**src/accel_macros.svh**
```systemverilog
// Shared sizing constants for the accelerator command path
// Include wherever byte, word, buffer or packet sizes are needed

`ifndef ACCEL_MACROS_SVH
`define ACCEL_MACROS_SVH

// Data widths
`define ACCEL_BYTE_W 8
`define ACCEL_LANES 4
`define ACCEL_WORD_W (`ACCEL_BYTE_W * `ACCEL_LANES)

// Operand buffer geometry, depth must equal 2**AW
`define ACCEL_BUF_DEPTH 64
`define ACCEL_BUF_AW 6

// Host protocol framing
// Packet is cmd, addr lo, addr hi, data 0..3
`define ACCEL_PKT_BYTES 7
// Response is cmd echo plus four data bytes
`define ACCEL_RSP_BYTES 5

`endif

```
**src/accel_core_pkg.sv**
```systemverilog
// Core types: engine states, buffer write bundle and register map
// Imported by the decoder, the MAC engine and the top level

`default_nettype none

`include "accel_macros.svh"

package accel_core_pkg;

    // ==================================================
    // Dot-product engine sequencer
    // ==================================================
    typedef enum logic [1:0] {
        IDLE   = 2'd0,
        RUN    = 2'd1,
        DRAIN  = 2'd2,
        FINISH = 2'd3
    } engine_state_e;

    // One word write into either operand buffer
    typedef struct packed {
        logic                      we_a;
        logic                      we_b;
        logic [`ACCEL_BUF_AW-1:0]  addr;
        logic [`ACCEL_WORD_W-1:0]  data;
    } buf_wr_t;

    // ==================================================
    // Register addresses
    // ==================================================
    // RESULT and STATUS are read-only
    typedef enum logic [2*`ACCEL_BYTE_W-1:0] {
        CSR_LEN    = 16'h0000,
        CSR_RESULT = 16'h0001,
        CSR_STATUS = 16'h0002
    } csr_addr_e;

endpackage

`default_nettype wire

```
**src/operand_buffer.sv**
```systemverilog
// Activation (A) and weight (B) operand memories
// Separate write enables, one shared read address; both words return
// one cycle after the read enable

`timescale 1ns/1ps
`default_nettype none

`include "accel_macros.svh"

module operand_buffer (
    input  wire logic                       clk,
    input  wire accel_core_pkg::buf_wr_t    i_buf_wr,
    input  wire logic                       i_rd_en,
    input  wire logic [`ACCEL_BUF_AW-1:0]   i_rd_addr,
    output logic [`ACCEL_WORD_W-1:0]        o_a_word,
    output logic [`ACCEL_WORD_W-1:0]        o_b_word
);

    localparam int N_BANKS = 2;

    // Bank 0 is A, bank 1 is B
    logic [N_BANKS-1:0] bank_we;

    assign bank_we = {i_buf_wr.we_b, i_buf_wr.we_a};

    // ==================================================
    // Memory banks
    // ==================================================
    for (genvar b = 0; b < N_BANKS; b++) begin : g_bank
        logic [`ACCEL_WORD_W-1:0] mem [`ACCEL_BUF_DEPTH];
        logic [`ACCEL_WORD_W-1:0] rd_q;

        always_ff @(posedge clk) begin
            if (bank_we[b]) begin
                mem[i_buf_wr.addr] <= i_buf_wr.data;
            end
            // Read holds its last value between reads
            if (i_rd_en) begin
                rd_q <= mem[i_rd_addr];
            end
        end
    end

    assign o_a_word = g_bank[0].rd_q;
    assign o_b_word = g_bank[1].rd_q;

endmodule

`default_nettype wire

```
**config.mk**
```make
export PLATFORM = sky130hd
export DESIGN_NAME = operand_buffer
export DESIGN_NICKNAME = d
export VERILOG_FILES = /design/src/accel_core_pkg.sv /design/src/operand_buffer.sv
export VERILOG_INCLUDE_DIRS = /design/src /design/src/src
export SDC_FILE = /design/constraint.sdc
export NUM_CORES = 2
export LEC_CHECK = 0
export BUFFER_PORTS_ARGS = -buffer_cell sky130_fd_sc_hd__buf_2
export CORE_MARGIN = 4
export CORE_UTILIZATION = 31
export DETAILED_ROUTE_END_ITERATION = 10
export GPL_ROUTABILITY_DRIVEN = 0
export MAX_ROUTING_LAYER = met4
export PLACE_DENSITY = 0.42
export SYNTH_ARGS = -nofsm -noshare
export SYNTH_HDL_FRONTEND = slang
export SYNTH_SLANG_ARGS = --single-unit
```
**constraint.sdc**
```tcl
create_clock -name clk -period 8.9 [get_ports clk]
set_input_delay 1.335 -clock clk [delete_from_list [all_inputs] [get_ports clk]]
set_output_delay 1.335 -clock clk [all_outputs]
set_load 0.01 [all_outputs]
```
# Word level (Yosys, flattened, before mapping)
# Memory sizes are Yosys's and may differ from the RTL's. A register that Yosys moved wholly into a read port is not among the register bits.
# Cells that the tools add are included.
# word_totals
memories,2
elab_cells,6
ram_bits,4096
reg_bits,0
output_inout_bits,64
in_bits,48
# memory_table
memory,words,width,read_ports,rd_ports_with_merged_regs,write_ports,line,text
g_bank[0].mem,64,32,1,1,1,operand_buffer.sv:30,logic [`ACCEL_WORD_W-1:0] mem [`ACCEL_BUF_DEPTH];
g_bank[1].mem,64,32,1,1,1,operand_buffer.sv:30,
# classes
n_mux,4
# ops
op,count
$mux 1,4

# Longest topological paths before layout
# depth
depth_word,2
ltp_mapped,9
depth_no_buf,4

# Worst setup path before layout
# Ideal clock, no wire load.
# synth_timing
path_type,in2reg
from,input i_buf_wr[33] (netlist bit)
to,"memory g_bank[1].mem[42][0] (netlist bit), enable pin"
stages,6
setup_time_ns,0.421
t_arrival_ns,3.780
required_time_ns,8.479
path_buffers,2
path_slack_ns,4.699
cell_sequence,clkbuf_1 or3b_2 clkbuf_1 inv_1 nand2_1 nor2_1
# synth_lines
item,line,text
"start, declared",operand_buffer.sv:12,"input wire accel_core_pkg::buf_wr_t i_buf_wr,"
"end, declared",operand_buffer.sv:30,
# Straight into the memory's write port.

==> metrics <==
Static Leak=55.5 nW; max_slew headroom=11.2%; area share of the largest cell type after synthesis=79.7%; Syn. warnings=0; Max Slew Vio Count=0; initial core utilization=31.2%; worst slew pin tran=1330 ps; Area Overhead vs Synth=16.2%; Reg clk slew, reported paths=60 ps; post-synthesis xor/xnor area fraction=0%; hold crit path type=in2reg; largest net degree at the start of global routing=107; Post-synth top cells=edfxtp_1, mux4_2, a22oi_1, nor2_1, clkbuf_1; endpoints failing setup=0; core region area=503,000 um^2; Hold Buf Count CTS=0; simple-gate portion of the synthesized area=1.16%; Final Cycle Share=46.4%; Pre-Repair DR Iteration Count=5; num ports=112; layout cell share with drive strength beyond 1=29.8%; Resized cells post-CTS=0; Fmax=242 MHz; Max Cap Violations=0; adder-cell share of the synthesized area=0%; ANT nets after route=0; status=finished, final reports clean; CTS tree=yes; grt total ovfl=0; Hold Violations, Final=0; Worst Path Arrival=4920 ps; average vias per placed instance=5.31; final instance area=182,000 um^2; PnR worst setup slack=4770 ps; CTS Buf Count=453; Top FF cell, synth=edfxtp_1; initial antenna violation count=71; largest family of logic cells by synthesized area=multiplexers; Worst Setup Start Kind=input pin; Post-CTS Setup Bufs=0; hold depth=1; Yosys top cell by area=edfxtp_1; clock insertion delay at the later pin of the skew report=1040 ps; critical path's slowest cell=a22oi_1; mean post-synth cell area=23.7 um^2; Syn Nets=6,661; RSZ-0062 raised after global routing=false; Setup Total Neg Slack=0 ps; Placed Area=168,000 um^2; Setup crit end kind=flop; # fillers=45.8k; first-pass GRT wire length=698 mm; final WL=518 mm; EDFF count, synth=4,160; critical-path maximum fanout=76; Unique masters post-synth=31; mapped cell area=157,000 um^2; Peak VDD IR=0.000186 V; vias in the first global route=77.1k; DRC Markers=0; Synth async-reset ratio=0%; CP dominant cell by count=buf_12; mux cell area share after synthesis=15.1%; top post-synthesis cells by area=edfxtp_1, mux4_2, a22oi_1; Power Dens Cells=233 nW/um^2; post-synthesis sequential area ratio=79.7%; Clock Skew=88.6 ps; crit path cell chain=buf_12 > buf_12 > buf_4 > mux4_2 > a22oi_1 > nand3b_1 > o211a_1; Total Power=42.4 mW; chip width=719 um; gr usage total=20.3%; Min Hold Slack=561 ps; largest stage delay on the critical path=940 ps; CP Data Required Time=9690 ps; Synth Instances=6,613; WL/cell=36.6 um; Compound-Gate Fraction of Synth Area=2.82%; Max clock buf depth=4; htree depth=5; Chip Height=719 um; Net count, final=7,134; Rows=260; register bit count reported by yosys=4,160; CP Class=in2reg; Port Buffers=111; minimum clock period=4130 ps; Detailed Route Iter0 Violations=8,589; Reg2Reg Depth=4; DPL Wire Length=294 mm; Root Driver=clkbuf_16; top-count cell post-synth=edfxtp_1; Die ar.=517,000 um^2; CTS Sinks=4,160; pre-CTS WS=3650 ps; via count=75.3k
[through the flow]
step	instances	utilization, %
final	14200	36.2
after global routing	14200	36.2
after CTS	14100	36.2
after detailed placement	13300	33.3
after global placement	13300	33.3
after floorplan	6613	-
[power by group]
| group | total, mW | switching, mW | internal, mW |
|---|---|---|---|
| clock | 18.4 | 7.88 | 10.5 |
| sequential | 21.8 | 0.0955 | 21.7 |
| combinational | 2.18 | 1.51 | 0.677 |
| total | 42.4 | 9.48 | 32.9 |
[sequential cells by signal, summed over array words and instances (netlist names)]
name and flops:
o_a_word 32, o_b_word 32, g_bank.mem 4096
[worst max-delay path, delay by kind of cell]
kind,cells,cell delay (ps)
and+or+nand+nor,1,160
AOI/OAI and AO/OA,2,1120
muxes,1,580
buffers and inverters,3,1350
[path summary, 6_finish.rpt]
check | startpoint | end | slack (ps)
max | i_rd_addr[0] | o_a_word[2] | 4770
min | i_buf_wr[19] | g_bank[0].mem[2][19] | 560
max reg2reg | g_bank[0].mem[38][12] | o_a_word[12] | 6370
min reg2reg | g_bank[0].mem[44][14] | o_a_word[14] | 870
[area by class of cell]
cell class	count	area [um^2]	area share [%]
Tap cell	6681	8360	4.59
Timing Repair Buffer	404	3140	1.73
Clock buffer	537	11800	6.46
Antenna cell	29	72.6	0.0399
Multi-Input combinational cell	2054	31100	17.1
Sequential cell	4160	125000	68.6
Inverter	13	48.8	0.0268
Clock inverter	290	2610	1.43
[metal layers]
layer | wire (um) | share of wire [%] | GRT usage, % | vias to the layer above
met5 | 0 | 0 | - | -
met4 | 11400 | 2.2 | 4.24 | 0
met3 | 27100 | 5.2 | 2.61 | 575
met2 | 260000 | 50 | 33.7 | 2415
met1 | 219000 | 42 | 26.8 | 42600
li1 | - | - | - | 29700
[logic make-up (layout without fill, tap and decap cells)]
logic type             Yosys count  count (layout)
flip-flops                    4160            4160
multiplexers                  1092            1092
AO/OA/AOI/OAI                  576             576
buffers and inverters          399            1244
AND/OR/NAND/NOR                386             386
other                            0              29
[layout by cell type, fill, tap and decap left out, types with 3 or more instances in the layout]
cell and n:
o211a_1 64, inv_6 8, a21oi_1 33, mux4_2 1022
or3b_2 8, a211oi_1 17, clkinv_8 4, buf_4 305
edfxtp_1 4160, clkinv_16 6, o221ai_1 96, nor2_4 131
nor2b_4 3, nand3b_1 40, nand2b_2 4, nand2_1 16
buf_12 22, or3_1 4, buf_2 74, inv_1 13
nand3_1 100, a22oi_1 255, clkbuf_1 79, clkinv_2 92
clkinv_1 127, clkbuf_16 458, inv_16 6, clkinvlp_4 6
nand2_2 3, diode_2 29, a211oi_2 14, bufinv_16 39
nor2_1 65, o22ai_1 93, mux2i_1 69
(Power assumes the default switching activity.)
