<file path="src/accel_macros.svh">
// Shared sizing constants for the accelerator command path
// Include wherever byte, word, buffer or packet sizes are needed

`ifndef ACCEL_MACROS_SVH
`define ACCEL_MACROS_SVH

// Data widths
`define ACCEL_BYTE_W 8
`define ACCEL_LANES 4
`define ACCEL_WORD_W (`ACCEL_BYTE_W * `ACCEL_LANES)

// Operand buffer geometry, depth must equal 2**AW
`define ACCEL_BUF_DEPTH 64
`define ACCEL_BUF_AW 6

// Host protocol framing
// Packet is cmd, addr lo, addr hi, data 0..3
`define ACCEL_PKT_BYTES 7
// Response is cmd echo plus four data bytes
`define ACCEL_RSP_BYTES 5

`endif

</file>
<file path="src/accel_core_pkg.sv">
// Core types: engine states, buffer write bundle and register map
// Imported by the decoder, the MAC engine and the top level

`default_nettype none

`include "accel_macros.svh"

package accel_core_pkg;

    // ==================================================
    // Dot-product engine sequencer
    // ==================================================
    typedef enum logic [1:0] {
        IDLE   = 2'd0,
        RUN    = 2'd1,
        DRAIN  = 2'd2,
        FINISH = 2'd3
    } engine_state_e;

    // One word write into either operand buffer
    typedef struct packed {
        logic                      we_a;
        logic                      we_b;
        logic [`ACCEL_BUF_AW-1:0]  addr;
        logic [`ACCEL_WORD_W-1:0]  data;
    } buf_wr_t;

    // ==================================================
    // Register addresses
    // ==================================================
    // RESULT and STATUS are read-only
    typedef enum logic [2*`ACCEL_BYTE_W-1:0] {
        CSR_LEN    = 16'h0000,
        CSR_RESULT = 16'h0001,
        CSR_STATUS = 16'h0002
    } csr_addr_e;

endpackage

`default_nettype wire

</file>
<file path="src/mac_engine.sv">
// Four-lane int8 dot-product engine
// Reads L word pairs back to back, accumulates their lane products and
// publishes the sum with a done pulse L+2 cycles after start

`timescale 1ns/1ps
`default_nettype none

`include "accel_macros.svh"

module mac_engine (
    input  wire logic                       clk,
    input  wire logic                       rst_n,
    input  wire logic                       i_start,
    input  wire logic                       i_abort,
    input  wire logic [`ACCEL_BUF_AW:0]     i_len,
    input  wire logic [`ACCEL_WORD_W-1:0]   i_a_word,
    input  wire logic [`ACCEL_WORD_W-1:0]   i_b_word,
    output logic                            o_rd_en,
    output logic [`ACCEL_BUF_AW-1:0]        o_rd_addr,
    output logic [`ACCEL_WORD_W-1:0]        o_result,
    output logic                            o_busy,
    output logic                            o_done
);

    import accel_core_pkg::*;

    localparam int BW = `ACCEL_BYTE_W;

    engine_state_e                  state_q;
    logic [`ACCEL_BUF_AW-1:0]       addr_q;
    logic [`ACCEL_BUF_AW:0]         len_q;
    logic                           rd_vld_q;
    logic [`ACCEL_WORD_W-1:0]       acc_q;
    logic signed [2*BW-1:0]         prod [`ACCEL_LANES];
    logic signed [`ACCEL_WORD_W-1:0] dot;
    logic                           last_rd;
    logic                           go;

    assign go      = i_start && !o_busy;
    assign last_rd = ({1'b0, addr_q} == len_q - 1'b1);

    // ==================================================
    // Sequencer
    // ==================================================
    always_ff @(posedge clk) begin
        if (!rst_n) begin
            state_q  <= IDLE;
            rd_vld_q <= 1'b0;
            o_result <= '0;
        end else begin
            rd_vld_q <= o_rd_en;
            if (i_abort) begin
                state_q <= IDLE;
            end else begin
                case (state_q)
                    IDLE:   if (go) state_q <= RUN;
                    RUN:    if (last_rd) state_q <= DRAIN;
                    DRAIN: begin
                        // Last word lands here
                        state_q  <= FINISH;
                        o_result <= acc_q + dot;
                    end
                    FINISH: state_q <= go ? RUN : IDLE;
                    default: state_q <= IDLE;
                endcase
            end
        end
    end

    assign o_rd_en   = (state_q == RUN);
    assign o_rd_addr = addr_q;
    assign o_busy    = (state_q == RUN) || (state_q == DRAIN);
    assign o_done    = (state_q == FINISH);

    // ==================================================
    // Datapath
    // ==================================================
    always_comb begin
        dot = '0;
        for (int i = 0; i < `ACCEL_LANES; i++) begin
            prod[i] = $signed(i_a_word[i*BW +: BW]) * $signed(i_b_word[i*BW +: BW]);
            dot     = dot + prod[i];
        end
    end

    always_ff @(posedge clk) begin
        if (go) begin
            addr_q <= '0;
            len_q  <= i_len;
            acc_q  <= '0;
        end else begin
            if (o_rd_en) begin
                addr_q <= addr_q + 1'b1;
            end
            if (rd_vld_q) begin
                acc_q <= acc_q + dot;
            end
        end
    end

endmodule

`default_nettype wire

</file>
<file path="config.mk">
export PLATFORM = sky130hd
export DESIGN_NAME = mac_engine
export DESIGN_NICKNAME = d
export VERILOG_FILES = /design/src/accel_core_pkg.sv /design/src/mac_engine.sv
export VERILOG_INCLUDE_DIRS = /design/src /design/src/src
export SDC_FILE = /design/constraint.sdc
export NUM_CORES = 1
export LEC_CHECK = 0
export BUFFER_PORTS_ARGS = -buffer_cell sky130_fd_sc_hd__buf_2
export CORE_MARGIN = 5
export CORE_UTILIZATION = 25
export DETAILED_ROUTE_END_ITERATION = 6
export SLEW_MARGIN = 20
export SYNTH_ARGS = -nofsm -noshare
export SYNTH_HDL_FRONTEND = slang
export SYNTH_SLANG_ARGS = --single-unit
</file>
<file path="constraint.sdc">
create_clock -name clk -period 14.3 [get_ports clk]
set_clock_uncertainty 0.1 [all_clocks]
set_input_delay 2.86 -clock clk [delete_from_list [all_inputs] [get_ports clk]]
set_output_delay 2.86 -clock clk [all_outputs]
set_load 0.05 [all_outputs]
</file>
### Word-level counts from Yosys, hierarchy flattened

Index checks and enable logic that the tools add are counted.

| word-level totals | value |
|---|---|
| bits of input ports | 75 |
| flip-flop bits (word level) | 80 |
| output and inout port bits | 41 |
| logic and storage cells | 35 |

| cells by class | value |
|---|---|
| multiplexer cells | 4 |
| bitwise operators | 2 |
| $add $sub $neg | 6 |
| equality and inequality tests | 6 |
| $mul | 4 |
| reduce and logical (&&, ||, !) cells | 7 |

Operator list:

| operator | number |
|---|---|
| $mul A8 B8 Y16 | 4 |
| $add A32 B32 Y32 | 1 |
| $add A18 B16 Y19 | 1 |
| $add A17 B16 Y18 | 1 |
| $add A16 B16 Y17 | 1 |
| $pmux W2 S4 | 1 |
| $eq A6 B7 Y1 | 1 |
| $sub A7 B1 Y7 const B | 1 |
| $add A6 B1 Y6 const B | 1 |
| $eq A2 B2 Y1 const B | 2 |
| $mux W2 | 2 |
| $reduce_and A2 Y1 | 2 |
| $eq A2 B1 Y1 const B | 1 |
| $logic_not A2 Y1 | 1 |
| $ne A2 B1 Y1 const B | 1 |
| $ne A2 B2 Y1 const B | 1 |
| $not A1 Y1 | 2 |
| $reduce_or A2 Y1 | 1 |
| $logic_and A1 B1 Y1 | 1 |
| $logic_not A1 Y1 | 1 |
| $logic_or A1 B1 Y1 | 1 |
| $mux W1 | 1 |

### Logic depth before layout (Yosys ltp)

| logic depth | value |
|---|---|
| depth after elaboration | 6 |
| depth in mapped cells | 35 |
| depth with buffers taken out | 35 |

### Worst setup path before layout

OpenSTA, ideal clock, no wires.

| timing path | value |
|---|---|
| path kind | in2reg |
| start point | input i_b_word[8] |
| end point | register acc_q[31] |
| path slack | 2.961 ns |
| stages | 29 |
| library setup time | 0.118 ns |
| data required time | 14.082 ns |
| data arrival time | 11.121 ns |
| cells stage by stage | and2_1 inv_1 fa_1 fa_1 inv_1 fa_1 fa_1 fa_1 fa_1 fa_1 inv_1 fa_1 inv_1 ha_1 or2_2 a21oi_1 o21ai_1 a31oi_2 o31ai_2 xnor2_2 ha_1 a21o_1 a21o_1 a21o_1 a21o_1 a221o_1 o21a_1 mux2_2 mux2i_1 |

| on the way | value |
|---|---|
| word-level cells in the longest chain between the ends | 5 |

Ends and longest elaborated chain:

| element | line | source |
|---|---|---|
| start: declaration | mac_engine.sv:17 | `` input wire logic [`ACCEL_WORD_W-1:0] i_b_word, `` |
| $mul A8 B8 Y16 | mac_engine.sv:81 | `prod[i] = $signed(i_a_word[i*BW +: BW]) * $signed(i_b_word[i*BW +: BW]);` |
| $add A16 B16 Y17 | mac_engine.sv:82 | `dot = dot + prod[i];` |
| $add A17 B16 Y18 | mac_engine.sv:82 |  |
| $add A18 B16 Y19 | mac_engine.sv:82 |  |
| $add A32 B32 Y32 | mac_engine.sv:96 | `acc_q <= acc_q + dot;` |
| end signal: assignment | mac_engine.sv:96 |  |
| end: declaration | mac_engine.sv:33 | `` logic [`ACCEL_WORD_W-1:0] acc_q; `` |

No other way between the ends.
A chain may end at the register's enable or synchronous reset.

### Final worst setup path

Ends and elaborated chain as after synthesis.

==> results.rst <==
.. list-table::
   :header-rows: 1

   * - Metric
     - Value
   * - Full die area
     - 0.0692 mm²
   * - Kind of launch point of the worst setup path
     - primary input
   * - Number of distinct library cells after synthesis
     - 73
   * - Number of ports placed on the die boundary
     - 116
   * - Post-synthesis net count
     - 2260
   * - Die X-Extent
     - 263 µm
   * - Portion of synthesized cell area occupied by the leading cell type
     - 40.9%
   * - Status
     - completed
   * - Number of warnings issued by yosys
     - 0
   * - Synth async-reset ratio
     - 0%
   * - Vias in the first global route
     - 12400
   * - Setup repair after global routing missed its margin
     - false
   * - Most used standard cell by instance count after synthesis
     - sky130_fd_sc_hd__inv_1
   * - Max-Cap Viols
     - 0
   * - Total clock buffers created by CTS
     - 9
   * - Overall routed net length
     - 39.0 mm
   * - Residual DRC
     - 0
   * - Max stage delay on crit path
     - 0.83 ns
   * - Met1 Track Usage GR
     - 14.5%
   * - Met2 Track Usage GR
     - 20.8%
   * - Tcrit/Tclk final
     - 83.8%
   * - Clock-pin slew reported for the worst setup and hold paths after clock tree synthesis
     - 0.07 ns
   * - Maximum number of pins on one net before global-route repair
     - 51
   * - Critical path fanouts, max
     - 19
   * - Busiest metal layer after global routing
     - met2
   * - Reg2Reg Setup Slack
     - 11.03 ns
   * - Setup bufs post-CTS
     - 0
   * - Critical path's slowest cell
     - sky130_fd_sc_hd__xnor2_2
   * - Die H
     - 263 µm
   * - Number of vias in the routed layout
     - 11600
   * - Effective utilization at floorplan
     - 25.3%
   * - Flip-flop cell with the highest count after synthesis
     - sky130_fd_sc_hd__dfxtp_1
   * - Overall fraction of global-route tracks in use
     - 11.4%
   * - Setup crit end kind
     - flip-flop
   * - Top cell type by total area after synthesis
     - sky130_fd_sc_hd__fa_1
   * - GR Overflow Total
     - 0
   * - Antenna violations before repair
     - 11
   * - Global Route met3 Usage
     - 1.34%
   * - Hold Path Sink
     - o_result[13]
   * - Arrival time reported for the critical path endpoint
     - 12.12 ns
   * - Final-stage net count
     - 2361
   * - Count of cells resized by post-cts repair
     - 0
   * - Number of core rows
     - 92
   * - Final setup fails
     - 0
   * - Reg-to-reg endpoint
     - o_result[14]
   * - Sink count of the clock tree
     - 80
   * - Post-synth EDFFs
     - 7
   * - Endpoint required time on the critical path
     - 14.43 ns
   * - Most instantiated cells after synthesis
     - sky130_fd_sc_hd__inv_1 (392), sky130_fd_sc_hd__fa_1 (327), sky130_fd_sc_hd__nand2_1 (164), sky130_fd_sc_hd__ha_1 (142), sky130_fd_sc_hd__and2_1 (137)
   * - Number of buffers between clock root and the deepest sink
     - 2
   * - TritonCTS clock tree
     - done
   * - First-pass GRT wire length
     - 65.1 mm
   * - Number of design-rule violations left by the first detailed-router iteration
     - 624
   * - Critical path start-end classification
     - in2reg
   * - FILL cells
     - 6758
   * - Synthesized area per cell
     - 9.34 µm²
   * - Number of levels in the clock H-tree
     - 3
   * - Min-Delay Startpoint
     - o_result[13]
   * - Routed length per instance
     - 14.6 µm
   * - Sequential cell area fraction in the yosys report
     - 10.4%
   * - Period minus WS final
     - 11.98 ns
   * - Worst path most repeated cell
     - sky130_fd_sc_hd__fa_1
   * - Setup total negative slack
     - 0 ns
   * - Sum of net half-perimeters after detailed placement
     - 34.5 mm
   * - Remaining max-slew budget at the tightest pin
     - 28.7%
   * - Fin. max-slew vios
     - 0
   * - Number of routed nets with antenna violations
     - 0
   * - Combined area of all synthesized cells
     - 0.0160 mm²
   * - Last weighted congestion value of the routability-driven placer
     - 0.871
   * - Post-CTS Hold Buffers
     - 0
   * - Classification of the worst-slack hold path
     - reg2reg
   * - Area growth, synth to finish
     - 11.9%
   * - Pre-Repair DR Iteration Count
     - 6
   * - Fraction of final layout cells sized beyond drive strength 1
     - 8.51%
   * - Register bit count reported by yosys
     - 80
   * - FF-to-FF Start
     - acc_q[0]
   * - Insertion delay of the later-clocked pin in the worst-skew pair
     - 0.34 ns
   * - Area of the core region
     - 0.0633 mm²
   * - Port-buffer cells
     - 115
   * - Highest Clock Rate
     - 0.0835 GHz
   * - Number of instances in the synthesized netlist
     - 1716
   * - Depth of the worst register-to-register path
     - 10
   * - Root buffer cell
     - sky130_fd_sc_hd__clkbuf_16
   * - Area contributors post-synth
     - sky130_fd_sc_hd__fa_1 (41%), sky130_fd_sc_hd__ha_1 (11%), sky130_fd_sc_hd__inv_1 (9.2%)
   * - Cells on Worst Hold Path
     - 2
   * - Final hold violation count
     - 0
   * - Worst-margin pin slew
     - 1.07 ns
   * - Vias per Instance
     - 4.34
[worst max-delay path: cells and delay by family]
kind / cells / cell delay [ns]
and+or+nand+nor: 2 / 0.76
AOI/OAI and AO/OA: 10 / 2.10
adders and majority gates: 10 / 4.71
buffers and inverters: 5 / 0.44
muxes: 2 / 0.37
xor gates and xnor gates: 1 / 0.83
[cells in the final DEF, fill, tap and decap left out, types with 3 or more instances in the layout]
cell,count
sky130_fd_sc_hd__and3_1,5
sky130_fd_sc_hd__diode_2,8
sky130_fd_sc_hd__o21ai_1,3
sky130_fd_sc_hd__buf_4,3
sky130_fd_sc_hd__edfxtp_1,7
sky130_fd_sc_hd__nand2b_1,17
sky130_fd_sc_hd__nor4_1,6
sky130_fd_sc_hd__dfxtp_1,72
sky130_fd_sc_hd__or3_1,6
sky130_fd_sc_hd__xnor2_1,43
sky130_fd_sc_hd__nor3_1,12
sky130_fd_sc_hd__o21ai_0,27
sky130_fd_sc_hd__nor3b_1,4
sky130_fd_sc_hd__fa_1,327
sky130_fd_sc_hd__nor2_1,70
sky130_fd_sc_hd__a21o_1,14
sky130_fd_sc_hd__clkbuf_16,9
sky130_fd_sc_hd__nand4_1,10
sky130_fd_sc_hd__nor2b_1,12
sky130_fd_sc_hd__a31oi_1,3
sky130_fd_sc_hd__nand3b_1,4
sky130_fd_sc_hd__mux2i_1,27
sky130_fd_sc_hd__buf_2,115
sky130_fd_sc_hd__o21a_1,8
sky130_fd_sc_hd__and4_1,3
sky130_fd_sc_hd__nand2_1,164
sky130_fd_sc_hd__inv_1,392
sky130_fd_sc_hd__o211ai_1,4
sky130_fd_sc_hd__xor2_1,15
sky130_fd_sc_hd__o21bai_1,9
sky130_fd_sc_hd__a211oi_1,15
sky130_fd_sc_hd__or2_2,4
sky130_fd_sc_hd__and2_1,137
sky130_fd_sc_hd__a21oi_1,56
sky130_fd_sc_hd__mux2_2,3
sky130_fd_sc_hd__ha_1,142
sky130_fd_sc_hd__nand3_1,21
[state kept, by name, indices dropped and copies added, names as in the netlist]
signal	cells
o_rd_addr	6
rd_vld_q	1
acc_q	32
state_q	2
o_result	32
len_q	7
[cells by family (layout without fill, tap and decap cells)]
group / count (synthesis) / after routing / synth area share (%)
DFF: 80 / 80 / 10.4
buffers and inverters: 421 / 527 / 9.89
muxes: 30 / 30 / 1.90
adders and majority gates: 469 / 469 / 52.0
other: 0 / 8 / 0
AOI/OAI and AO/OA: 171 / 171 / 7.04
and+or+nand+nor: 485 / 485 / 15.4
xor gates and xnor gates: 60 / 60 / 3.41
[how the worst max path moves through the flow]
stage                      start        end  slack [ns]  depth (start not counted)
finish               i_b_word[8]  acc_q[31]        2.32                         30
global route        i_a_word[15]  acc_q[31]        1.83                         30
CTS                 i_a_word[15]  acc_q[31]        2.26                         30
detailed placement  i_a_word[15]  acc_q[31]        1.92                         30
global placement    i_a_word[15]  acc_q[31]        1.94                         30
floorplan            i_b_word[8]  acc_q[31]        2.96                         29
[per-layer routing]
layer / share of wire, % / up-vias
li1: - / 5490
met1: 42 / 5863
met2: 54 / 213
met3: 3.4 / 35
met4: 1.2 / 6
met5: 0.10 / -
[through the flow]
| stage | utilization [%] | hold slack [ns] | cells | setup slack (ns) | instance area, µm² |
|---|---|---|---|---|---|
| 6_report | 28.3 | 0.353 | 2676 | 2.32 | 17900 |
| 5_1_grt | 28.3 | 0.380 | 2674 | 1.83 | 17900 |
| 4_1_cts | 28.3 | 0.354 | 2668 | 2.26 | 17900 |
| 3_5_place_dp | 27.8 | 0.345 | 2652 | 1.92 | 17600 |
| 3_3_place_gp | 27.8 | 0.345 | 2652 | 1.94 | 17600 |
| 2_1_floorplan | - | 0.335 | 1716 | 2.96 | 16000 |
[layout make-up]
class,count,area (µm²),area share [%]
clock inverters,7,101,0.566
flip-flops and latches,80,1680,9.35
well taps,846,1060,5.91
repair buffers,118,598,3.34
diodes,8,20.0,0.112
inverters,393,1480,8.23
multi-input cells,1215,12800,71.2
clock buffers,9,225,1.26
Power is not shown: default switching activity piles up to over one toggle a cycle in this logic, so the estimate is an artifact.
