`src/accel_macros.svh`:
```
// Shared sizing constants for the accelerator command path
// Include wherever byte, word, buffer or packet sizes are needed

`ifndef ACCEL_MACROS_SVH
`define ACCEL_MACROS_SVH

// Data widths
`define ACCEL_BYTE_W 8
`define ACCEL_LANES 4
`define ACCEL_WORD_W (`ACCEL_BYTE_W * `ACCEL_LANES)

// Operand buffer geometry, depth must equal 2**AW
`define ACCEL_BUF_DEPTH 64
`define ACCEL_BUF_AW 6

// Host protocol framing
// Packet is cmd, addr lo, addr hi, data 0..3
`define ACCEL_PKT_BYTES 7
// Response is cmd echo plus four data bytes
`define ACCEL_RSP_BYTES 5

`endif

```
`src/accel_cmd_pkg.sv`:
```
// Host protocol types: command codes, received packet and response request
// Imported by the packet decoder and the top level

`default_nettype none

`include "accel_macros.svh"

package accel_cmd_pkg;

    // ==================================================
    // Command codes, high nibble of the command byte
    // ==================================================
    typedef enum logic [3:0] {
        CMD_CSR_WR   = 4'h0,
        CMD_CSR_RD   = 4'h1,
        CMD_BUF_WR_A = 4'h2,
        CMD_BUF_WR_B = 4'h3,
        CMD_START    = 4'h5,
        CMD_ABORT    = 4'h6,
        CMD_STATUS   = 4'h7
    } host_cmd_e;

    // ==================================================
    // Assembled seven-byte packet
    // ==================================================
    // Address and data both arrive low byte first
    typedef struct packed {
        logic [`ACCEL_BYTE_W-1:0]   cmd;
        logic [2*`ACCEL_BYTE_W-1:0] addr;
        logic [`ACCEL_WORD_W-1:0]   data;
    } host_packet_t;

    // Reply request toward the byte serializer
    typedef struct packed {
        logic [`ACCEL_BYTE_W-1:0] cmd;
        logic [`ACCEL_WORD_W-1:0] data;
    } rsp_req_t;

endpackage

`default_nettype wire

```
`src/accel_core_pkg.sv`:
```
// Core types: engine states, buffer write bundle and register map
// Imported by the decoder, the MAC engine and the top level

`default_nettype none

`include "accel_macros.svh"

package accel_core_pkg;

    // ==================================================
    // Dot-product engine sequencer
    // ==================================================
    typedef enum logic [1:0] {
        IDLE   = 2'd0,
        RUN    = 2'd1,
        DRAIN  = 2'd2,
        FINISH = 2'd3
    } engine_state_e;

    // One word write into either operand buffer
    typedef struct packed {
        logic                      we_a;
        logic                      we_b;
        logic [`ACCEL_BUF_AW-1:0]  addr;
        logic [`ACCEL_WORD_W-1:0]  data;
    } buf_wr_t;

    // ==================================================
    // Register addresses
    // ==================================================
    // RESULT and STATUS are read-only
    typedef enum logic [2*`ACCEL_BYTE_W-1:0] {
        CSR_LEN    = 16'h0000,
        CSR_RESULT = 16'h0001,
        CSR_STATUS = 16'h0002
    } csr_addr_e;

endpackage

`default_nettype wire

```
`src/packet_rx.sv`:
```
// Host packet receiver and command decoder
// Collects seven strobed bytes, then on the following cycle issues buffer
// writes, engine control pulses, length updates and response requests

`timescale 1ns/1ps
`default_nettype none

`include "accel_macros.svh"

module packet_rx (
    input  wire logic                       clk,
    input  wire logic                       rst_n,
    input  wire logic [`ACCEL_BYTE_W-1:0]   i_rx_data,
    input  wire logic                       i_rx_valid,
    input  wire logic [`ACCEL_WORD_W-1:0]   i_result,
    input  wire logic                       i_busy,
    input  wire logic                       i_done,
    output accel_core_pkg::buf_wr_t         o_buf_wr,
    output logic                            o_start,
    output logic                            o_abort,
    output logic [`ACCEL_BUF_AW:0]          o_len,
    output logic                            o_rsp_valid,
    output accel_cmd_pkg::rsp_req_t         o_rsp
);

    import accel_cmd_pkg::*;
    import accel_core_pkg::*;

    localparam int CNT_W = $clog2(`ACCEL_PKT_BYTES);

    logic [CNT_W-1:0]          byte_cnt_q;
    logic                      pkt_vld_q;
    host_packet_t              pkt_q;
    host_cmd_e                 cmd;
    logic [`ACCEL_BUF_AW-1:0]  len_q;
    logic                      done_seen_q;
    logic [`ACCEL_WORD_W-1:0]  status_word;

    // ==================================================
    // Byte assembly
    // ==================================================
    always_ff @(posedge clk) begin
        if (!rst_n) begin
            byte_cnt_q <= '0;
            pkt_vld_q  <= 1'b0;
        end else begin
            pkt_vld_q <= 1'b0;
            if (i_rx_valid) begin
                if (byte_cnt_q == CNT_W'(`ACCEL_PKT_BYTES - 1)) begin
                    byte_cnt_q <= '0;
                    pkt_vld_q  <= 1'b1;
                end else begin
                    byte_cnt_q <= byte_cnt_q + 1'b1;
                end
            end
        end
    end

    always_ff @(posedge clk) begin
        if (i_rx_valid) begin
            case (byte_cnt_q)
                CNT_W'(0): pkt_q.cmd <= i_rx_data;
                CNT_W'(1): pkt_q.addr[7:0] <= i_rx_data;
                CNT_W'(2): pkt_q.addr[15:8] <= i_rx_data;
                // Data bytes shift down so byte 0 ends in the low lane
                default: pkt_q.data <= {i_rx_data, pkt_q.data[`ACCEL_WORD_W-1:`ACCEL_BYTE_W]};
            endcase
        end
    end

    assign cmd = host_cmd_e'(pkt_q.cmd[`ACCEL_BYTE_W-1:4]);

    // ==================================================
    // Register file and status
    // ==================================================
    always_ff @(posedge clk) begin
        if (!rst_n) begin
            len_q       <= `ACCEL_BUF_AW'(1);
            done_seen_q <= 1'b0;
        end else begin
            if (pkt_vld_q && cmd == CMD_CSR_WR && pkt_q.addr == CSR_LEN) begin
                len_q <= pkt_q.data[`ACCEL_BUF_AW-1:0];
            end
            // START wins over a coincident done
            if (o_start) begin
                done_seen_q <= 1'b0;
            end else if (i_done) begin
                done_seen_q <= 1'b1;
            end
        end
    end

    // Zero length runs the full buffer
    assign o_len = (len_q == '0) ? (`ACCEL_BUF_AW+1)'(`ACCEL_BUF_DEPTH) : {1'b0, len_q};

    always_comb begin
        status_word    = '0;
        status_word[0] = i_busy;
        status_word[1] = done_seen_q;
    end

    // Command outputs
    assign o_buf_wr.we_a = pkt_vld_q && (cmd == CMD_BUF_WR_A);
    assign o_buf_wr.we_b = pkt_vld_q && (cmd == CMD_BUF_WR_B);
    assign o_buf_wr.addr = pkt_q.addr[`ACCEL_BUF_AW-1:0];
    assign o_buf_wr.data = pkt_q.data;

    assign o_start = pkt_vld_q && (cmd == CMD_START) && !i_busy;
    assign o_abort = pkt_vld_q && (cmd == CMD_ABORT);

    assign o_rsp_valid = pkt_vld_q && ((cmd == CMD_CSR_RD) || (cmd == CMD_STATUS));
    assign o_rsp.cmd   = pkt_q.cmd;

    always_comb begin
        if (cmd == CMD_STATUS) begin
            o_rsp.data = status_word;
        end else begin
            case (pkt_q.addr)
                CSR_LEN:    o_rsp.data = `ACCEL_WORD_W'(len_q);
                CSR_RESULT: o_rsp.data = i_result;
                CSR_STATUS: o_rsp.data = status_word;
                default:    o_rsp.data = '0;
            endcase
        end
    end

endmodule

`default_nettype wire

```
`config.mk`:
```
export PLATFORM = sky130hd
export DESIGN_NAME = packet_rx
export DESIGN_NICKNAME = d
export VERILOG_FILES = /design/src/accel_cmd_pkg.sv /design/src/accel_core_pkg.sv /design/src/packet_rx.sv
export VERILOG_INCLUDE_DIRS = /design/src /design/src/src
export SDC_FILE = /design/constraint.sdc
export NUM_CORES = 1
export LEC_CHECK = 0
export BUFFER_PORTS_ARGS = -buffer_cell sky130_fd_sc_hd__buf_4
export CORE_UTILIZATION = 40
export DETAILED_ROUTE_END_ITERATION = 16
export GPL_ROUTABILITY_DRIVEN = 0
export PLACE_DENSITY_LB_ADDON = 0.05
export SLEW_MARGIN = 30
export SYNTH_ARGS = -nofsm -noshare
export SYNTH_HDL_FRONTEND = slang
export SYNTH_SLANG_ARGS = --single-unit
```
`constraint.sdc`:
```
create_clock -name clk -period 5.7 [get_ports clk]
set_input_delay 1.14 -clock clk [delete_from_list [all_inputs] [get_ports clk]]
set_output_delay 1.14 -clock clk [all_outputs]
set_load 0.02 [all_outputs]
```
======== Yosys cells after proc, flatten, opt, wreduce, memory -nomap -nowiden ========
Index checks and enable logic that the tools add are counted.
word-level totals
  flip-flop bits (word level) ............. 67
  bits in latches ......................... 0
  memory bits (writable) .................. 0
  memory bits (read-only) ................. 0
  bits of input ports ..................... 45
  output and inout port bits .............. 90
  logic and storage cells ................. 48
  memories ................................ 0
cells by class
  add/sub/neg operators ................... 1
  multipliers ............................. 0
  div/mod/pow operators ................... 0
  $lt $le $gt $ge ......................... 0
  equal/unequal tests ..................... 11
  shift-type cells ........................ 0
  mux-type cells .......................... 5
  bitwise logic cells ..................... 2
  reductions and logical operators ........ 21
operators with widths
  operator                                                           number
  32-bit case mux with 3 select lines                                1
  32-bit 2-to-1 mux                                                  1
  16-bit by 1-bit == test with 1-bit output (second input constant)  1
  16-bit by 2-bit == test with 1-bit output (second input constant)  1
  16-bit zero test                                                   1
  4-bit by 3-bit == test with 1-bit output (second input constant)   3
  2-bit AND reduction                                                5
  4-bit by 2-bit == test with 1-bit output (second input constant)   2
  1-bit logical AND                                                  8
  7-bit 2-to-1 mux                                                   1
  6-bit zero test                                                    1
  4-bit by 1-bit == test with 1-bit output (second input constant)   1
  4-bit zero test                                                    1
  3-bit by 1-bit adder with 3-bit output (second input constant)     1
  3-bit by 1-bit == test with 1-bit output (second input constant)   1
  3-bit by 2-bit == test with 1-bit output (second input constant)   1
  3-bit == test (second input constant)                              1
  3-bit zero test                                                    1
  3-bit 2-to-1 mux                                                   1
  3-bit OR reduction                                                 1
  1-bit NOT                                                          2
  2-bit OR reduction                                                 1
  1-bit zero test                                                    1
  1-bit logical OR                                                   1
  1-bit 2-to-1 mux                                                   1

======== Depth between registers and ports, before layout ========
Gate-level depths: netlist of the first run.
  word-level depth ........................ 4
  depth in mapped cells ................... 7
  mapped depth without buffers ............ 4

======== Least setup slack after synthesis of the first run ========
OpenSTA, ideal clock, no wires.
  kind .................................... input-to-output
  from .................................... input port i_busy
  to ...................................... output port o_start
  arrival ................................. 1.928 ns
  data required time ...................... 4.560 ns
  setup slack ............................. 2.632 ns
  cell stages on the path ................. 1
  path buffers ............................ 0
  path through ............................ nor4_1
between the ends
  longest elaborated chain between the ends .. 2
ends and longest elaborated chain
  what                line              text
  start: declaration  packet_rx.sv:16   input wire logic i_busy,
  1-bit zero test     packet_rx.sv:108  assign o_start = pkt_vld_q && (cmd == CMD_START) && !i_busy;
  1-bit logical AND   packet_rx.sv:108
  end: declaration    packet_rx.sv:19   output logic o_start,
Every way passes these cells.

==> results of run 1 <==
==> cell usage after synthesis, types with 2 or more instances <==
| cell type | count |
|---|---|
| a21oi_1 | 9 |
| and2_1 | 26 |
| and3_1 | 2 |
| buf_4 | 48 |
| clkbuf_1 | 8 |
| clkbuf_2 | 2 |
| dfxtp_1 | 11 |
| edfxtp_1 | 56 |
| inv_1 | 2 |
| mux2i_1 | 6 |
| nand2_1 | 7 |
| nand2b_1 | 2 |
| nand3_1 | 7 |
| nor2_1 | 9 |
| nor2b_1 | 2 |
| nor3_1 | 4 |
| nor4_1 | 5 |
| nor4b_1 | 2 |
| o21ai_0 | 3 |
| o21ai_1 | 6 |
| o2bb2ai_1 | 2 |
==> final cells by class <==
class	instances	area (um^2)
inverter	2	7.507
fill	651	3298
clock buffer	13	148.9
multi-input combinational	104	674.4
clock inverter	3	46.29
tap	99	123.9
sequential	67	1902
timing repair buffer	135	1013
==> flip-flops by register name, indices dropped and copies added (netlist names) <==
name         cells
done_seen_q      1
o_buf_wr        38
pkt_vld_q        1
pkt_q           10
byte_cnt_q       3
o_rsp            8
len_q            6
==> routing by layer <==
metal,up-vias,part of all wire,global-route usage
met5,-,0,0
met4,0,0.019,0.08358
met3,10,0.063,0.04336
met2,67,0.50,0.2593
met1,904,0.42,0.1967
li1,947,-,-
==> final timing paths <==
check             cells after the start  slack [ns]         start     endpoint
setup reg to reg                      4        3.77  o_buf_wr[32]     len_q[1]
hold / removal                        0        0.45  o_buf_wr[15]  o_buf_wr[7]
hold reg to reg                       0        0.45  o_buf_wr[15]  o_buf_wr[7]
setup / recovery                      5        1.92  o_buf_wr[35]    o_rsp[29]
==> power by group <==
| group | switching [mW] | internal [mW] |
|---|---|---|
| clock | 0.171 | 0.216 |
| combinational | 0.0290 | 0.0345 |
| sequential | 0.0106 | 0.541 |
==> critical path, delay by kind of cell (launching register included) <==
kind / cells / cell delay [ns]
buffers and inverters: 1 / 0.14
DFF: 1 / 0.42
and+or+nand+nor: 4 / 1.73
==> cells by family (layout without fill, tap and decap cells) <==
kind of cell,Yosys count,in the layout
simple gates,76,76
flops,67,67
buf+inv,62,153
compound gates,21,21
mux,6,6
xor+xnor,1,1
==> reports/qor.yml, run 1 <==
critical_path:
  critPathKind: "flop to output port"
  cp.required_ns: 4.56
  crit_path_max_fanout: 26
  critPathCaptureType: "output port"
  slowest_stage: "and3_1"
  worst_setup_path_start_kind: "flop"
  arrival_ns: 2.64
  timing.critical_path.slowest_cell_delay_ns: 0.63
  cp_cell_sequence: "nor4_1 > and4_1 > and3_1 > and2_1 > buf_4"
routing:
  drt_iter0_markers: 50
  drt_wl_total_um: 6317
  num_vias: 1928
  drtAntennaViolNets: 0
  viasPerCell: 4.558
  wl_per_cell_um: 14.93
  firstDrtPassIters: 4
  drc: 0
logic_synthesis:
  synth-compound-area-share: 0.03885
  synth_fp_nets: 278
  synth_mux_area_frac: 0.02027
  synth.area.top_cells: "edfxtp_1, buf_4, dfxtp_1, and2_1, mux2i_1"
  synth-seq-cells: 67
  synth.avg_cell_area_um2: 12.72
  synth_ff_type: "edfxtp_1"
  synth-edff-count: 56
  synthCells: 233
  synth_top_area_share: 0.5676
  async_reset_ff_frac: 0
  synth_top_cell_by_area: "edfxtp_1"
  syn_area_mm2: 0.002963
  synth-warning-count: 0
  ys_types: 35
  synthAdderAreaFrac: 0
  ys_seq_area_frac: 0.6419
  yosys.area_share.simple: 0.1529
  synth_top_family_by_area: "simple AND/OR/NAND/NOR gates"
  synthXorXnorAreaFrac: 0.002956
cts:
  clock-root-buffer: "clkbuf_8"
  numCtsBuffers: 9
  cts_sinks: 67
  clk_latency_ns: 0.34
  cts_tree: "done"
  cts_hold_buf: 0
  postCtsSetupBuffers: 0
  htree_levels: 3
  clk_pin_slew_ns: 0.07
  cts-resized-gates: 0
  cts_buffer_depth: 2
status:
  outcome: "finished, final reports clean"
layout:
  fin_cells: 423
  antenna_cells: 0
  final_cell_mix: "buf_4, edfxtp_1, and2_1"
  final_util: 0.5428
  design_area_mm2: 0.003916
  area_delta_synth_final_pct: 32.18
  mostFrequentLayoutCell: "buf_4"
  num-nets-final: 364
  layout-drive-gt1-share: 0.4753
sta:
  final_max_slew_viol_count: 0
  hold_violations: 0
  fin_skew_ns: 0.006024
  period_share: 0.6634
  finalSetupTns_ns: 0
  period_needed_ns: 3.781
  worstMarginPinSlew_ns: 0.9259
  holdWs_ns: 0.4488
  grt_setup_unrepaired: "false"
  worst_slack_ns: 1.919
  fmax_mhz: 264.5
  finalSetupViolCount: 0
  relSlewSlack: 0.3813
placement:
  place_ws_ns: 2.290
  place_area_mm2: 0.003704
  io_buffers: 134
  dp.cells: 407
  place_hpwl_um: 4714
global_routing:
  grt_usage: 0.1602
  antenna_found_initial: 0
  grt_pass1_vias: 1670
  grt-ovfl-total: 0
  grt_max_degree: 33
  grt_first_pass_wirelength_um: 8887
die:
  die_area_mm2: 0.007755
  core-area_mm2: 0.007214
  start_util: 0.4107
  fp.dieH_um: 88.07
  std_cell_rows: 31
  ios: 135
  die_w_um: 88.07
job:
  cap_violations: 0
power_and_ir_drop:
  pwr_density_cell_mw_per_mm2: 255.9
  worst_ir_drop_vdd_uv: 156.4
  total_power_mw: 1.002
  p_leak_nw: 1.598
worst_hold_path:
  hp-class: "flop to flop"
No activity file was read; power rests on OpenSTA's default activity.
==> inputs of run 2 (changes only) <==
Settings changed: ABC_AREA set to 1.
Clock period 5.7 ns to 3.2 ns, I/O delays scaled along.
==> run 2 against run 1 <==
Against the previous run: clock-buffer cell count decreased by 4; total power grew 87%; hold slack improved by 0.0035 ns; first-iteration DRC count is 74% higher; clock power grew 99%; design area rose by 3.9%; setup slack got worse by 1.4 ns; area after synthesis up 3.6%; global-route usage is 0.077 points lower; via count is 14% higher; critical path type unchanged; critical endpoint is now o_rsp[3].
==> reports/qor.yml, run 2 <==
status:
  outcome: "finished, final reports clean"
logic_synthesis:
  synth_top_area_share: 0.5477
  yosysMostFrequentCell: "nand2_1"
  synth_ff_type: "edfxtp_1"
  ys_seq_area_frac: 0.6194
  synth.area.top_cells: "edfxtp_1, buf_4, nand2_1, dfxtp_1, nor2_1"
  async_reset_ff_frac: 0
  synth-warning-count: 0
  ys_types: 24
  synthTopCellsByCount: "nand2_1, edfxtp_1, buf_4, nor2_1, nand3_1"
  syn_area_mm2: 0.003070
  synth_fp_nets: 344
  synth-seq-cells: 67
  synth.avg_cell_area_um2: 10.27
  synth_top_cell_by_area: "edfxtp_1"
  synthCells: 299
  synth-edff-count: 56
cts:
  htree_levels: 3
  numCtsBuffers: 9
  cts_buffer_depth: 2
  cts-resized-gates: 0
  cts_sinks: 67
  cts_tree: "done"
  clk_latency_ns: 0.33
  clk_pin_slew_ns: 0.07
  postCtsSetupBuffers: 0
  cts_hold_buf: 0
  clock-root-buffer: "clkbuf_8"
power_and_ir_drop:
  p_comb_frac: 0.070
  worst_ir_drop_vdd_uv: 430.5
  pwr_density_cell_mw_per_mm2: 461.5
  seq_power_share: 0.519
  p_sw_frac: 0.2164
  clockPowerShare: 0.410
  power.internal_mw: 1.471
  p_sw_uw: 406.2
  p_leak_nw: 1.817
placement:
  place_hpwl_um: 5021
  place_ws_ns: 0.8728
  io_buffers: 134
layout:
  area_delta_synth_final_pct: 32.48
  antenna_cells: 0
  final_util: 0.5549
  num-nets-final: 434
  layout-drive-gt1-share: 0.4188
  largest_reg_flops: 38
  final_cell_mix: "buf_4, nand2_1, edfxtp_1"
  mostFrequentLayoutCell: "buf_4"
global_routing:
  grt_pass1_vias: 1900
  antenna_found_initial: 0
  grt_usage: 0.1594
  grt_first_pass_wirelength_um: 9246
  grt-ovfl-total: 0
  grt_max_degree: 31
die:
  core-area_mm2: 0.007331
  die_area_mm2: 0.008031
  ios: 135
  fp.dieH_um: 89.62
  std_cell_rows: 31
  start_util: 0.4188
  die_w_um: 89.62
routing:
  num_vias: 2191
  drt_iter0_markers: 87
  drtAntennaViolNets: 0
  viasPerCell: 4.444
  firstDrtPassIters: 4
  drt_wl_total_um: 6553
  wl_per_cell_um: 13.29
  drc: 0
worst_hold_path:
  hp-class: "flop to flop"
  hold_depth: 0
sta:
  finalSetupViolCount: 0
  grt_setup_unrepaired: "false"
  fin_skew_ns: 0.003935
  period_share: 0.8357
  worstMarginPinSlew_ns: 0.8193
  finalSetupTns_ns: 0
  worst_slack_ns: 0.5257
  hold_violations: 0
  period_needed_ns: 2.674
  relSlewSlack: 0.4532
  final_max_slew_viol_count: 0
  fmax_mhz: 373.9
critical_path:
  arrival_ns: 2.03
  worst_setup_path_start_kind: "flop"
  cp.required_ns: 2.56
  crit_path_max_fanout: 30
  critPathKind: "flop to output port"
  reg2reg_depth: 4
  critPathCaptureType: "output port"
job:
  cap_violations: 0
## run 2: cell count changes after synthesis, sizes merged, moves of 3 or more
cell	change
nand2	+59
and2	-26
inv	+15
nor2	+41
nor4	-3
mux2i	-6
clkbuf	-4
o21ai	-7
nand3	+12
## run 2: metal layers
layer	track usage	up-vias	share of wire
met5	0	-	0
met4	0.05628	0	0.0061
met3	0.04753	4	0.066
met2	0.2665	71	0.51
met1	0.1967	1003	0.42
li1	-	1113	-
## run 2: metrics by stage
step | hold WS [ns] | std cells | area (um^2) | total power [mW]
5_1_grt | 0.4648 | 493 | 4068 | 1.961
4_1_cts | 0.4564 | 493 | 4068 | 1.905
6_report | 0.4522 | 493 | 4068 | 1.877
3_3_place_gp | 0.4316 | 477 | 3846 | 1.126
2_1_floorplan | 0.4277 | 299 | 3075 | 1.063
3_5_place_dp | 0.4380 | 477 | 3846 | 1.128
## run 2: logic make-up (layout without fill, tap and decap cells)
group | count (synthesis) | after routing | synth area share
buffers and inverters | 75 | 170 | 0.1516
AOI/OAI and AO/OA | 14 | 14 | 0.02364
and+or+nand+nor | 143 | 143 | 0.2054
DFF | 67 | 67 | 0.6194
## run 2: worst paths after layout
check	startpoint	endpoint	slack (ns)
worst max register to register	byte_cnt_q[2]	o_rsp[35]	1.45
worst max-delay path	o_rsp[38]	o_rsp[3]	0.53
worst min register to register	o_buf_wr[15]	o_buf_wr[7]	0.45
worst min-delay path	o_buf_wr[15]	o_buf_wr[7]	0.45
## run 2: critical path, cell delays in order, from the launching register on
cell and delay, ns:
edfxtp_1 0.43, nand2_1 0.15, nor2_2 0.09, inv_1 0.61, nand2_1 0.16, nor2_2 0.13, buf_4 0.14
## run 2: layout make-up
cell class,count,area (um^2)
Fill cell,637,3263
Sequential cell,67,1902
Timing Repair Buffer,136,1033
Multi-Input combinational cell,157,714.4
Clock buffer,9,123.9
Tap cell,99,123.9
Clock inverter,7,97.59
Inverter,18,72.57
## run 2: power groups by stage
stage / Combinational, mW / Sequential [mW] / Clock, mW
floorplan: 0.0708 / 0.992 / 0
global placement: 0.132 / 0.994 / 0
detailed placement: 0.134 / 0.995 / 0
CTS: 0.134 / 0.975 / 0.796
global route: 0.144 / 0.977 / 0.840
finish: 0.132 / 0.975 / 0.770
